## src/design/fetch_pkg.sv

```systemverilog
package fetch_pkg;

    // ~~~~~~~~~~~~~~~~~~~~~~~~~~~~~~~~~~~~~~~~~~~~~~~~~~~~~~~~~~~~~~~~~~~~~
    // widths shared by the fetch front end
    // ~~~~~~~~~~~~~~~~~~~~~~~~~~~~~~~~~~~~~~~~~~~~~~~~~~~~~~~~~~~~~~~~~~~~~

    localparam int ADDR_W      = 32;                    // byte address of a fetch or a bus read
    localparam int WORD_W      = 32;                    // one instruction is one bus word
    localparam int BLOCK_WORDS = 4;                     // words held in a single cache line
    localparam int BLOCK_W     = BLOCK_WORDS * WORD_W;  // a line is 16 bytes wide

    // ~~~~~~~~~~~~~~~~~~~~~~~~~~~~~~~~~~~~~~~~~~~~~~~~~~~~~~~~~~~~~~~~~~~~~
    // cache block seen as a whole line or as its words
    // ~~~~~~~~~~~~~~~~~~~~~~~~~~~~~~~~~~~~~~~~~~~~~~~~~~~~~~~~~~~~~~~~~~~~~

    typedef union packed {
        logic [BLOCK_W-1:0]                  line;   // flat view used when the store is written
        logic [BLOCK_WORDS-1:0][WORD_W-1:0]  words;  // word 0 sits in the low 32 bits
    } icache_block_u;

    // ~~~~~~~~~~~~~~~~~~~~~~~~~~~~~~~~~~~~~~~~~~~~~~~~~~~~~~~~~~~~~~~~~~~~~
    // controller FSM states
    // ~~~~~~~~~~~~~~~~~~~~~~~~~~~~~~~~~~~~~~~~~~~~~~~~~~~~~~~~~~~~~~~~~~~~~

    typedef enum logic [1:0] {
        ST_LOOKUP   = 2'd0,  // compare the fetch address against the store
        ST_MEM_READ = 2'd1,  // waiting for the block reader to finish the line
        ST_FILL     = 2'd2   // line was written last edge and the word goes out now
    } ctrl_state_e;

endpackage

```

## src/design/icache_store.sv

```systemverilog
`timescale 1ns/1ns

module icache_store #(
    parameter int INDEX_W = 4                                 // the store holds 2**INDEX_W lines
) (
    input  logic                             clk_i,
    input  logic                             rst_i,           // clears every valid bit

    input  logic [fetch_pkg::ADDR_W-1:0]     lookup_addr_i,   // current fetch address

    // fill from the controller at the same address
    input  logic                             fill_we_i,
    input  fetch_pkg::icache_block_u         fill_block_i,

    // combinational lookup result
    output logic                             hit_o,
    output fetch_pkg::icache_block_u         hit_block_o
);

    import fetch_pkg::*;

    localparam int LINES = 1 << INDEX_W;                      // direct mapped so one line per index
    localparam int TAG_W = ADDR_W - 4 - INDEX_W;

    logic [TAG_W-1:0]       tag_mem  [LINES];                 // tag kept for every line
    icache_block_u          data_mem [LINES];                 // 128 bit data of every line
    logic [LINES-1:0]       valid_r;                          // one bit per line

    logic [INDEX_W-1:0]     lookup_index;
    logic [TAG_W-1:0]       lookup_tag;

    assign lookup_index = lookup_addr_i[3+INDEX_W:4];
    assign lookup_tag   = lookup_addr_i[ADDR_W-1:4+INDEX_W];

    // ~~~~~~~~~~~~~~~~~~~~~~~~~~~~~~~~~~~~~~~~~~~~~~~~~~~~~~~~~~~~~~~~~~~~~
    // lookup
    // ~~~~~~~~~~~~~~~~~~~~~~~~~~~~~~~~~~~~~~~~~~~~~~~~~~~~~~~~~~~~~~~~~~~~~

    // the line is read whatever the tag says and only hit_o tells whether it is usable
    assign hit_o       = valid_r[lookup_index] && (tag_mem[lookup_index] == lookup_tag);
    assign hit_block_o = data_mem[lookup_index];

    // ~~~~~~~~~~~~~~~~~~~~~~~~~~~~~~~~~~~~~~~~~~~~~~~~~~~~~~~~~~~~~~~~~~~~~
    // fill
    // ~~~~~~~~~~~~~~~~~~~~~~~~~~~~~~~~~~~~~~~~~~~~~~~~~~~~~~~~~~~~~~~~~~~~~

    always_ff @(posedge clk_i) begin
        if (!rst_i) begin
            valid_r <= '0;                                    // every line starts out empty
        end else if (fill_we_i) begin
            valid_r[lookup_index] <= 1'b1;                    // the filled line becomes usable
        end
    end

    always_ff @(posedge clk_i) begin
        if (fill_we_i) begin
            tag_mem[lookup_index]  <= lookup_tag;             // a conflict simply overwrites the old tag
            data_mem[lookup_index] <= fill_block_i;
        end
    end

endmodule

```

## src/design/mem_block_reader.sv

```systemverilog
`timescale 1ns/1ns

module mem_block_reader (
    input  logic                             clk_i,
    input  logic                             rst_i,           // synchronous and active low

    // controller side
    input  logic                             blk_req_i,       // one cycle pulse while idle
    input  logic [fetch_pkg::ADDR_W-1:0]     blk_addr_i,      // line base with low bits cleared
    input  logic                             blk_ack_i,       // controller has taken the block
    output logic                             mem_free_o,      // high while no block is in flight
    output logic                             blk_ready_o,     // held until blk_ack_i
    output fetch_pkg::icache_block_u         blk_data_o,      // assembled line

    // external word bus
    input  logic                             ext_rvalid_i,    // one cycle per returned word
    input  logic [fetch_pkg::WORD_W-1:0]     ext_rdata_i,
    output logic                             ext_req_o,       // one cycle pulse per word read
    output logic [fetch_pkg::ADDR_W-1:0]     ext_addr_o
);

    import fetch_pkg::*;

    localparam int CNT_W = $clog2(BLOCK_WORDS);
    localparam logic [CNT_W-1:0] LAST_WORD = CNT_W'(BLOCK_WORDS - 1);

    logic                   busy_r;                           // a block is being read or is waiting
    logic                   wait_r;                           // one word read is outstanding
    logic                   ready_r;                          // block done and not yet taken
    logic                   ext_req_r;                        // registered request pulse
    logic [CNT_W-1:0]       cnt_r;                            // word being read in this block
    logic [ADDR_W-1:4]      base_r;                           // line address of the block
    icache_block_u          block_r;                          // words collect here as they arrive

    // the counter forms the word address so each step moves four bytes
    assign ext_addr_o  = {base_r, cnt_r, 2'b00};
    assign ext_req_o   = ext_req_r;
    assign mem_free_o  = !busy_r;
    assign blk_ready_o = ready_r;
    assign blk_data_o  = block_r;

    // ~~~~~~~~~~~~~~~~~~~~~~~~~~~~~~~~~~~~~~~~~~~~~~~~~~~~~~~~~~~~~~~~~~~~~
    // read sequencer
    // ~~~~~~~~~~~~~~~~~~~~~~~~~~~~~~~~~~~~~~~~~~~~~~~~~~~~~~~~~~~~~~~~~~~~~

    always_ff @(posedge clk_i) begin
        if (!rst_i) begin
            busy_r    <= 1'b0;                                // idle and free after reset
            wait_r    <= 1'b0;
            ready_r   <= 1'b0;
            ext_req_r <= 1'b0;
            cnt_r     <= '0;
        end else begin
            ext_req_r <= 1'b0;                                // request is only ever one cycle wide

            if (!busy_r && blk_req_i) begin
                busy_r    <= 1'b1;                            // first word goes out next cycle
                wait_r    <= 1'b1;
                ext_req_r <= 1'b1;
                cnt_r     <= '0;
            end else if (wait_r && ext_rvalid_i) begin
                if (cnt_r == LAST_WORD) begin
                    wait_r  <= 1'b0;                          // all words are in
                    ready_r <= 1'b1;                          // stays up through any stall
                end else begin
                    cnt_r     <= cnt_r + 1'b1;                // next word follows right away
                    ext_req_r <= 1'b1;
                end
            end else if (ready_r && blk_ack_i) begin
                ready_r <= 1'b0;                              // handed over so the reader is free
                busy_r  <= 1'b0;
            end
        end
    end

    // ~~~~~~~~~~~~~~~~~~~~~~~~~~~~~~~~~~~~~~~~~~~~~~~~~~~~~~~~~~~~~~~~~~~~~
    // block assembly
    // ~~~~~~~~~~~~~~~~~~~~~~~~~~~~~~~~~~~~~~~~~~~~~~~~~~~~~~~~~~~~~~~~~~~~~

    always_ff @(posedge clk_i) begin
        if (!busy_r && blk_req_i) begin
            base_r <= blk_addr_i[ADDR_W-1:4];                 // low four bits are always zero
        end
        if (wait_r && ext_rvalid_i) begin
            block_r.words[cnt_r] <= ext_rdata_i;              // word view puts it in its slot
        end
    end

endmodule

```

## src/design/icache_controller.sv

```systemverilog
`timescale 1ns/1ns

module icache_controller #(
    parameter int INDEX_W = 4                                 // log2 of the number of cache lines
) (
    input  logic                             clk_i,
    input  logic                             rst_i,           // synchronous and active low
    input  logic                             stall_i,         // freezes the FSM and quiets outputs

    input  logic [fetch_pkg::ADDR_W-1:0]     fetch_addr_i,    // held stable until instr_valid_o

    // lookup result from the store
    input  logic                             hit_i,
    input  fetch_pkg::icache_block_u         hit_block_i,

    // block reader side
    input  logic                             mem_free_i,      // reader is idle and takes a request
    input  logic                             blk_ready_i,     // level held until blk_ack_o
    input  fetch_pkg::icache_block_u         blk_data_i,      // stays stable until the next request
    output logic                             blk_req_o,       // one cycle pulse per miss
    output logic [fetch_pkg::ADDR_W-1:0]     blk_addr_o,      // base of the missing line
    output logic                             blk_ack_o,       // takes the finished block

    // fill port of the store
    output logic                             fill_we_o,
    output fetch_pkg::icache_block_u         fill_block_o,

    // towards decode
    output logic [fetch_pkg::WORD_W-1:0]     instr_o,
    output logic                             instr_valid_o
);

    import fetch_pkg::*;

    localparam int TAG_W = ADDR_W - 4 - INDEX_W;              // whatever lies above the index field

    ctrl_state_e            state_r;                          // current FSM state
    ctrl_state_e            state_ns;                         // next FSM state
    logic [1:0]             offset_r;                         // word of the line that missed
    logic [1:0]             offset_ns;

    logic [TAG_W-1:0]       addr_tag;                         // tag field of the fetch address
    logic [INDEX_W-1:0]     addr_index;                       // line index of the fetch address
    logic [1:0]             addr_word;                        // word select inside the line

    assign addr_tag   = fetch_addr_i[ADDR_W-1:4+INDEX_W];
    assign addr_index = fetch_addr_i[3+INDEX_W:4];
    assign addr_word  = fetch_addr_i[3:2];

    // ~~~~~~~~~~~~~~~~~~~~~~~~~~~~~~~~~~~~~~~~~~~~~~~~~~~~~~~~~~~~~~~~~~~~~
    // next state and output decode
    // ~~~~~~~~~~~~~~~~~~~~~~~~~~~~~~~~~~~~~~~~~~~~~~~~~~~~~~~~~~~~~~~~~~~~~

    always_comb begin
        state_ns      = state_r;                              // hold unless a branch below moves on
        offset_ns     = offset_r;
        instr_o       = '0;
        instr_valid_o = 1'b0;
        blk_req_o     = 1'b0;
        blk_addr_o    = '0;
        blk_ack_o     = 1'b0;
        fill_we_o     = 1'b0;
        fill_block_o  = '0;

        if (!stall_i) begin                                   // a stall leaves every output idle
            case (state_r)
                ST_LOOKUP: begin
                    if (hit_i) begin
                        instr_o       = hit_block_i.words[addr_word];  // hit goes out this cycle
                        instr_valid_o = 1'b1;
                    end else if (mem_free_i) begin
                        blk_req_o  = 1'b1;                    // ask for the whole line at once
                        blk_addr_o = {addr_tag, addr_index, 4'b0000};
                        offset_ns  = addr_word;               // keep the word that was asked for
                        state_ns   = ST_MEM_READ;
                    end
                end

                ST_MEM_READ: begin
                    if (blk_ready_i) begin
                        fill_we_o    = 1'b1;                  // line lands in the store this edge
                        fill_block_o = blk_data_i;
                        blk_ack_o    = 1'b1;                  // frees the reader for the next miss
                        state_ns     = ST_FILL;
                    end
                end

                ST_FILL: begin
                    // the reader still holds the block so the word is taken from there
                    instr_o       = blk_data_i.words[offset_r];
                    instr_valid_o = 1'b1;
                    state_ns      = ST_LOOKUP;
                end

                default: begin
                    state_ns = ST_LOOKUP;                     // unused encoding falls back to lookup
                end
            endcase
        end
    end

    // ~~~~~~~~~~~~~~~~~~~~~~~~~~~~~~~~~~~~~~~~~~~~~~~~~~~~~~~~~~~~~~~~~~~~~
    // state registers
    // ~~~~~~~~~~~~~~~~~~~~~~~~~~~~~~~~~~~~~~~~~~~~~~~~~~~~~~~~~~~~~~~~~~~~~

    always_ff @(posedge clk_i) begin
        if (!rst_i) begin
            state_r <= ST_LOOKUP;                             // start out looking up addresses
        end else begin
            state_r <= state_ns;
        end
    end

    always_ff @(posedge clk_i) begin
        offset_r <= offset_ns;                                // the missing word waits here for the fill
    end

endmodule

```

## src/design/fetch_unit.sv

```systemverilog
`timescale 1ns/1ns

module fetch_unit #(
    parameter int INDEX_W = 4                                 // 16 lines of 16 bytes each
) (
    input  logic                             clk_i,
    input  logic                             rst_i,           // synchronous and active low
    input  logic                             stall_i,
    input  logic [fetch_pkg::ADDR_W-1:0]     fetch_addr_i,

    output logic [fetch_pkg::WORD_W-1:0]     instr_o,
    output logic                             instr_valid_o,

    // external memory bus
    input  logic                             ext_rvalid_i,
    input  logic [fetch_pkg::WORD_W-1:0]     ext_rdata_i,
    output logic                             ext_req_o,
    output logic [fetch_pkg::ADDR_W-1:0]     ext_addr_o
);

    import fetch_pkg::*;

    logic                   hit;                              // store lookup result
    icache_block_u          hit_block;
    logic                   fill_we;                          // controller writes a line
    icache_block_u          fill_block;
    logic                   mem_free;                         // reader can take a request
    logic                   blk_req;
    logic [ADDR_W-1:0]      blk_addr;
    logic                   blk_ready;                        // held until acknowledged
    logic                   blk_ack;
    icache_block_u          blk_data;

    icache_controller #(
        .INDEX_W(INDEX_W)
    ) u_controller (
        .clk_i(clk_i),                .rst_i(rst_i),
        .stall_i(stall_i),            .fetch_addr_i(fetch_addr_i),
        .hit_i(hit),                  .hit_block_i(hit_block),
        .mem_free_i(mem_free),        .blk_ready_i(blk_ready),
        .blk_data_i(blk_data),        .blk_req_o(blk_req),
        .blk_addr_o(blk_addr),        .blk_ack_o(blk_ack),
        .fill_we_o(fill_we),          .fill_block_o(fill_block),
        .instr_o(instr_o),            .instr_valid_o(instr_valid_o)
    );

    icache_store #(
        .INDEX_W(INDEX_W)
    ) u_store (
        .clk_i(clk_i),                .rst_i(rst_i),
        .lookup_addr_i(fetch_addr_i), // fill reuses it since it is held during a miss
        .fill_we_i(fill_we),          .fill_block_i(fill_block),
        .hit_o(hit),                  .hit_block_o(hit_block)
    );

    mem_block_reader u_reader (
        .clk_i(clk_i),                .rst_i(rst_i),
        .blk_req_i(blk_req),          .blk_addr_i(blk_addr),
        .blk_ack_i(blk_ack),          .mem_free_o(mem_free),
        .blk_ready_o(blk_ready),      .blk_data_o(blk_data),
        .ext_rvalid_i(ext_rvalid_i),  .ext_rdata_i(ext_rdata_i),
        .ext_req_o(ext_req_o),        .ext_addr_o(ext_addr_o)
    );

endmodule

```

## config.mk

```make
export PLATFORM = sky130hd
export DESIGN_NAME = fetch_unit
export DESIGN_NICKNAME = d
export VERILOG_FILES = /design/src/design/fetch_pkg.sv /design/src/design/icache_store.sv /design/src/design/mem_block_reader.sv /design/src/design/icache_controller.sv /design/src/design/fetch_unit.sv
export SDC_FILE = /design/constraint.sdc
export NUM_CORES = 2
export LEC_CHECK = 0
export BUFFER_PORTS_ARGS = -buffer_cell sky130_fd_sc_hd__buf_2
export CAP_MARGIN = 20
export CORE_MARGIN = 2
export CORE_UTILIZATION = 56
export DETAILED_ROUTE_END_ITERATION = 6
export PLACE_DENSITY = 0.82
export RECOVER_POWER = 25
export SETUP_SLACK_MARGIN = 0.15
export SYNTH_ARGS = -nofsm -noshare
export SYNTH_HDL_FRONTEND = slang
export SYNTH_SLANG_ARGS = --single-unit
```

## constraint.sdc

```tcl
create_clock -name clk_i -period 10.21 [get_ports clk_i]
set_input_delay 1.021 -clock clk_i [delete_from_list [all_inputs] [get_ports clk_i]]
set_output_delay 1.021 -clock clk_i [all_outputs]
set_load 0.01 [all_outputs]
```

==> impl_metrics.env <==
export IMPL_setup_tns_final_ps=0
export IMPL_cts_resized=0
export IMPL_clkTransAtPathRegs_ps=70
export IMPL_die_y_microns=428.4
export IMPL_rsz0062_at_grt="false"
export IMPL_clk_latency_ps=890
export IMPL_grt_max_degree=134
export IMPL_cts_made_buffers=228
export IMPL_htreeDepth=4
export IMPL_grt_pass1_vias=51150
export IMPL_cts_tree="built"
export IMPL_synth_seq_cells=2614
export IMPL_status="complete, but fails checks"
export IMPL_clk_path_buf_depth=3
export IMPL_crit_path_start_kind="input pin"
export IMPL_hold_viol=0
export IMPL_grt_overflow=0
export IMPL_fin_skew_ps=53.51
export IMPL_synth_edff_count=2590
export IMPL_layout_drive_gt1_share_pct=28.22
export IMPL_synth_area_top_cells="edfxtp_1 (77%), mux4_2 (17%), and2_1 (0.97%)"
export IMPL_antenna_found_initial=21
export IMPL_chipWidth_microns=428.4
export IMPL_grt_pass1_wl_microns=386400
export IMPL_ys_seq_area_share_pct=77.58
export IMPL_vias=50330
export IMPL_cp_max_fo=67
export IMPL_worst_setup_path_end_kind="output pin"
export IMPL_crit_chain="buf_8, buf_4, buf_4, buf_4, mux4_2, mux4_2, mux4_2, nand2_1, o21ai_1, buf_2"
export IMPL_vias_per_cell=7.204
export IMPL_drtIter0Drc=8552
export IMPL_start_util_pct=56.47
export IMPL_numPortBuffers=129
export IMPL_synth_warnings=0
export IMPL_maxCapViolations=7
export IMPL_std_cell_rows=155
export IMPL_design_area_sq_um=111700
export IMPL_dp_hpwl_microns=114000
export IMPL_postSynth_asyncResetShare_pct=0
export IMPL_drtAntennaViolNets=0
export IMPL_dieArea_sq_um=183500
export IMPL_cts_setup_buffers=0
export IMPL_synth_area_leader_cell="edfxtp_1"
export IMPL_slew_violations=234
export IMPL_violations="max-capacitance violations, max-slew violations"
export IMPL_fin_crit_ps=7619
export IMPL_max_slew_margin_rel_pct=-227.7
export IMPL_hold_buffers=0
export IMPL_synth_cells=4207
export IMPL_p_leak_uw=0.03955
export IMPL_wl_per_cell_microns=38.75
export IMPL_slowest_delay_ps=940
export IMPL_power_density_nw_per_um2=189.2
export IMPL_yosys_area_top_type_share_pct=77.10
export IMPL_clock_fmax_ghz=0.1312
export IMPL_crit_type="input pin to output pin"
export IMPL_worstHoldPathType="input pin to flip-flop"
export IMPL_boundaryPins=134
export IMPL_ys_types=68
export IMPL_cts_sink_count=2614
export IMPL_irDropWorstVdd_v=0.0001816
export IMPL_arrival_ps=6600
export IMPL_setup_viol=0
export IMPL_remaining_drc_errors=0
export IMPL_grtUsageTotal_pct=29.62
export IMPL_synth_main_ff_cell="edfxtp_1"
export IMPL_worstMarginPinSlew_ps=4916
export IMPL_netlist_area_sq_um=100900
export IMPL_slowest_stage="buf_4"
export IMPL_period_share_pct=74.62
export IMPL_syn2layout_area_growth_pct=10.75
export IMPL_core_area_sq_um=178600
export IMPL_gp_congestion=0.7760
export IMPL_routed_wl_microns=270700
export IMPL_pre_cts_slack_ps=2737
export IMPL_worst_slack_ps=2591
export IMPL_worstPathRequired_ps=9190
export IMPL_synth_avg_cell_area_sq_um=23.98
export IMPL_clock_tree_root_cell="clkbuf_16"
export IMPL_placed_cell_area_sq_um=104300
export IMPL_drt_pass1_iterations=7
export IMPL_fin_nets=4486
kinds of logic after synthesis:
group / after synthesis / synth area share [%]
AO/OA/AOI/OAI: 132 / 0.9055
XOR/XNOR: 29 / 0.2518
AND/OR/NAND/NOR: 318 / 1.758
multiplexers: 869 / 18.27
buffers and inverters: 240 / 1.182
flip-flops: 2614 / 77.58
adder cells (fa/ha/maj): 4 / 0.04962
other: 1 / 0.003718
per-layer routing:
| metal | track usage (%) | part of all wire, % | wire (microns) |
|---|---|---|---|
| met2 | 48.61 | 50 | 136600 |
| met1 | 37.95 | 33 | 88790 |
| met4 | 15.73 | 5.7 | 15490 |
| met3 | 5.757 | 11 | 29820 |
| met5 | 0 | 0.010 | 28 |
final timing paths:
path	startpoint	end	slack, ps	cells past startpoint
worst max-delay path	fetch_addr_i[4]	instr_o[7]	2590	10
worst min-delay path	ext_rdata_i[9]	u_reader.blk_data_o[73]	400	1
worst max register to register	u_controller.state_r[1]	u_store.data_mem[0][81]	3380	6
worst min register to register	u_store.valid_r[0]	u_store.valid_r[0]	470	1
cell type report:
cell class,count,area (sq um)
Antenna cell,19,47.55
Clock buffer,276,5937
Clock inverter,153,1501
Fill cell,10590,66900
Inverter,13,48.80
Multi-Input combinational cell,1354,21570
Sequential cell,2614,78260
Tap cell,2355,2947
Timing Repair Buffer,203,1405
report_power, final:
group | internal (uW) | switching (uW)
sequential | 11700 | 11.4
combinational | 241 | 373
clock | 4790 | 4060
state kept, by name, indices dropped and copies added (netlist names):
register	count
u_reader.blk_data_o	128
u_reader.cnt_r	2
u_store.valid_r	16
u_controller.offset_r	2
u_reader.blk_ready_o	1
u_store.tag_mem	384
u_store.data_mem	2048
u_reader.base_r	28
u_controller.state_r	2
u_reader.busy_r	1
u_reader.wait_r	1
u_reader.ext_req_o	1
metrics by stage:
step                utilization [%]  instances  hold slack [ps]  total power (uW)
global placement              58.40       6538            440.9             12500
CTS                           62.56       6967            304.9             21170
floorplan                         -       4208            435.2             12320
finish                        62.54       6987            404.3             21140
global route                  62.54       6983            401.9             21530
detailed placement            58.40       6538            454.9             12500
worst max-delay path: cells and delay by family:
kind	cells	cell delay [ps]
AND/OR/NAND/NOR	1	140
multiplexers	3	1620
buffers and inverters	5	3380
AO/OA/AOI/OAI	1	180
layout by cell type (no fill, tap or decap), drive strengths merged, types with 21 or more instances in the layout:
cell type and instances:
o21ai 39, nand2 75, o21a 21, clkinv 114, mux2 27, clkbuf 343
and2 157, bufinv 25, mux2i 67, edfxtp 2590, buf 136, mux4 775
inv 23, dfxtp 24, nor2 30
cells in the mapped netlist (3+ instances only):
master    number
a21oi_1       11
and3_1         5
buf_1         11
mux4_2       775
mux2_2        27
edfxtp_1    2590
clkbuf_1      68
buf_6         13
and2_1       157
nor2b_1        4
a221oi_1       6
a21boi_0       3
o21a_1        21
nand2b_1       6
nand3_1        9
a22oi_1       12
nor2_1        30
o21ai_1       32
nand2_1       75
nand4_1        4
nand3b_1       4
xor2_1         9
inv_1         12
o22ai_1       12
o21ai_0        7
nor4_1         4
xnor2_1       20
buf_2        125
buf_4         10
a31oi_1        5
mux2i_1       67
nor3_1         6
ha_1           4
dfxtp_1       24
No activity file was read; power rests on OpenSTA's default activity.
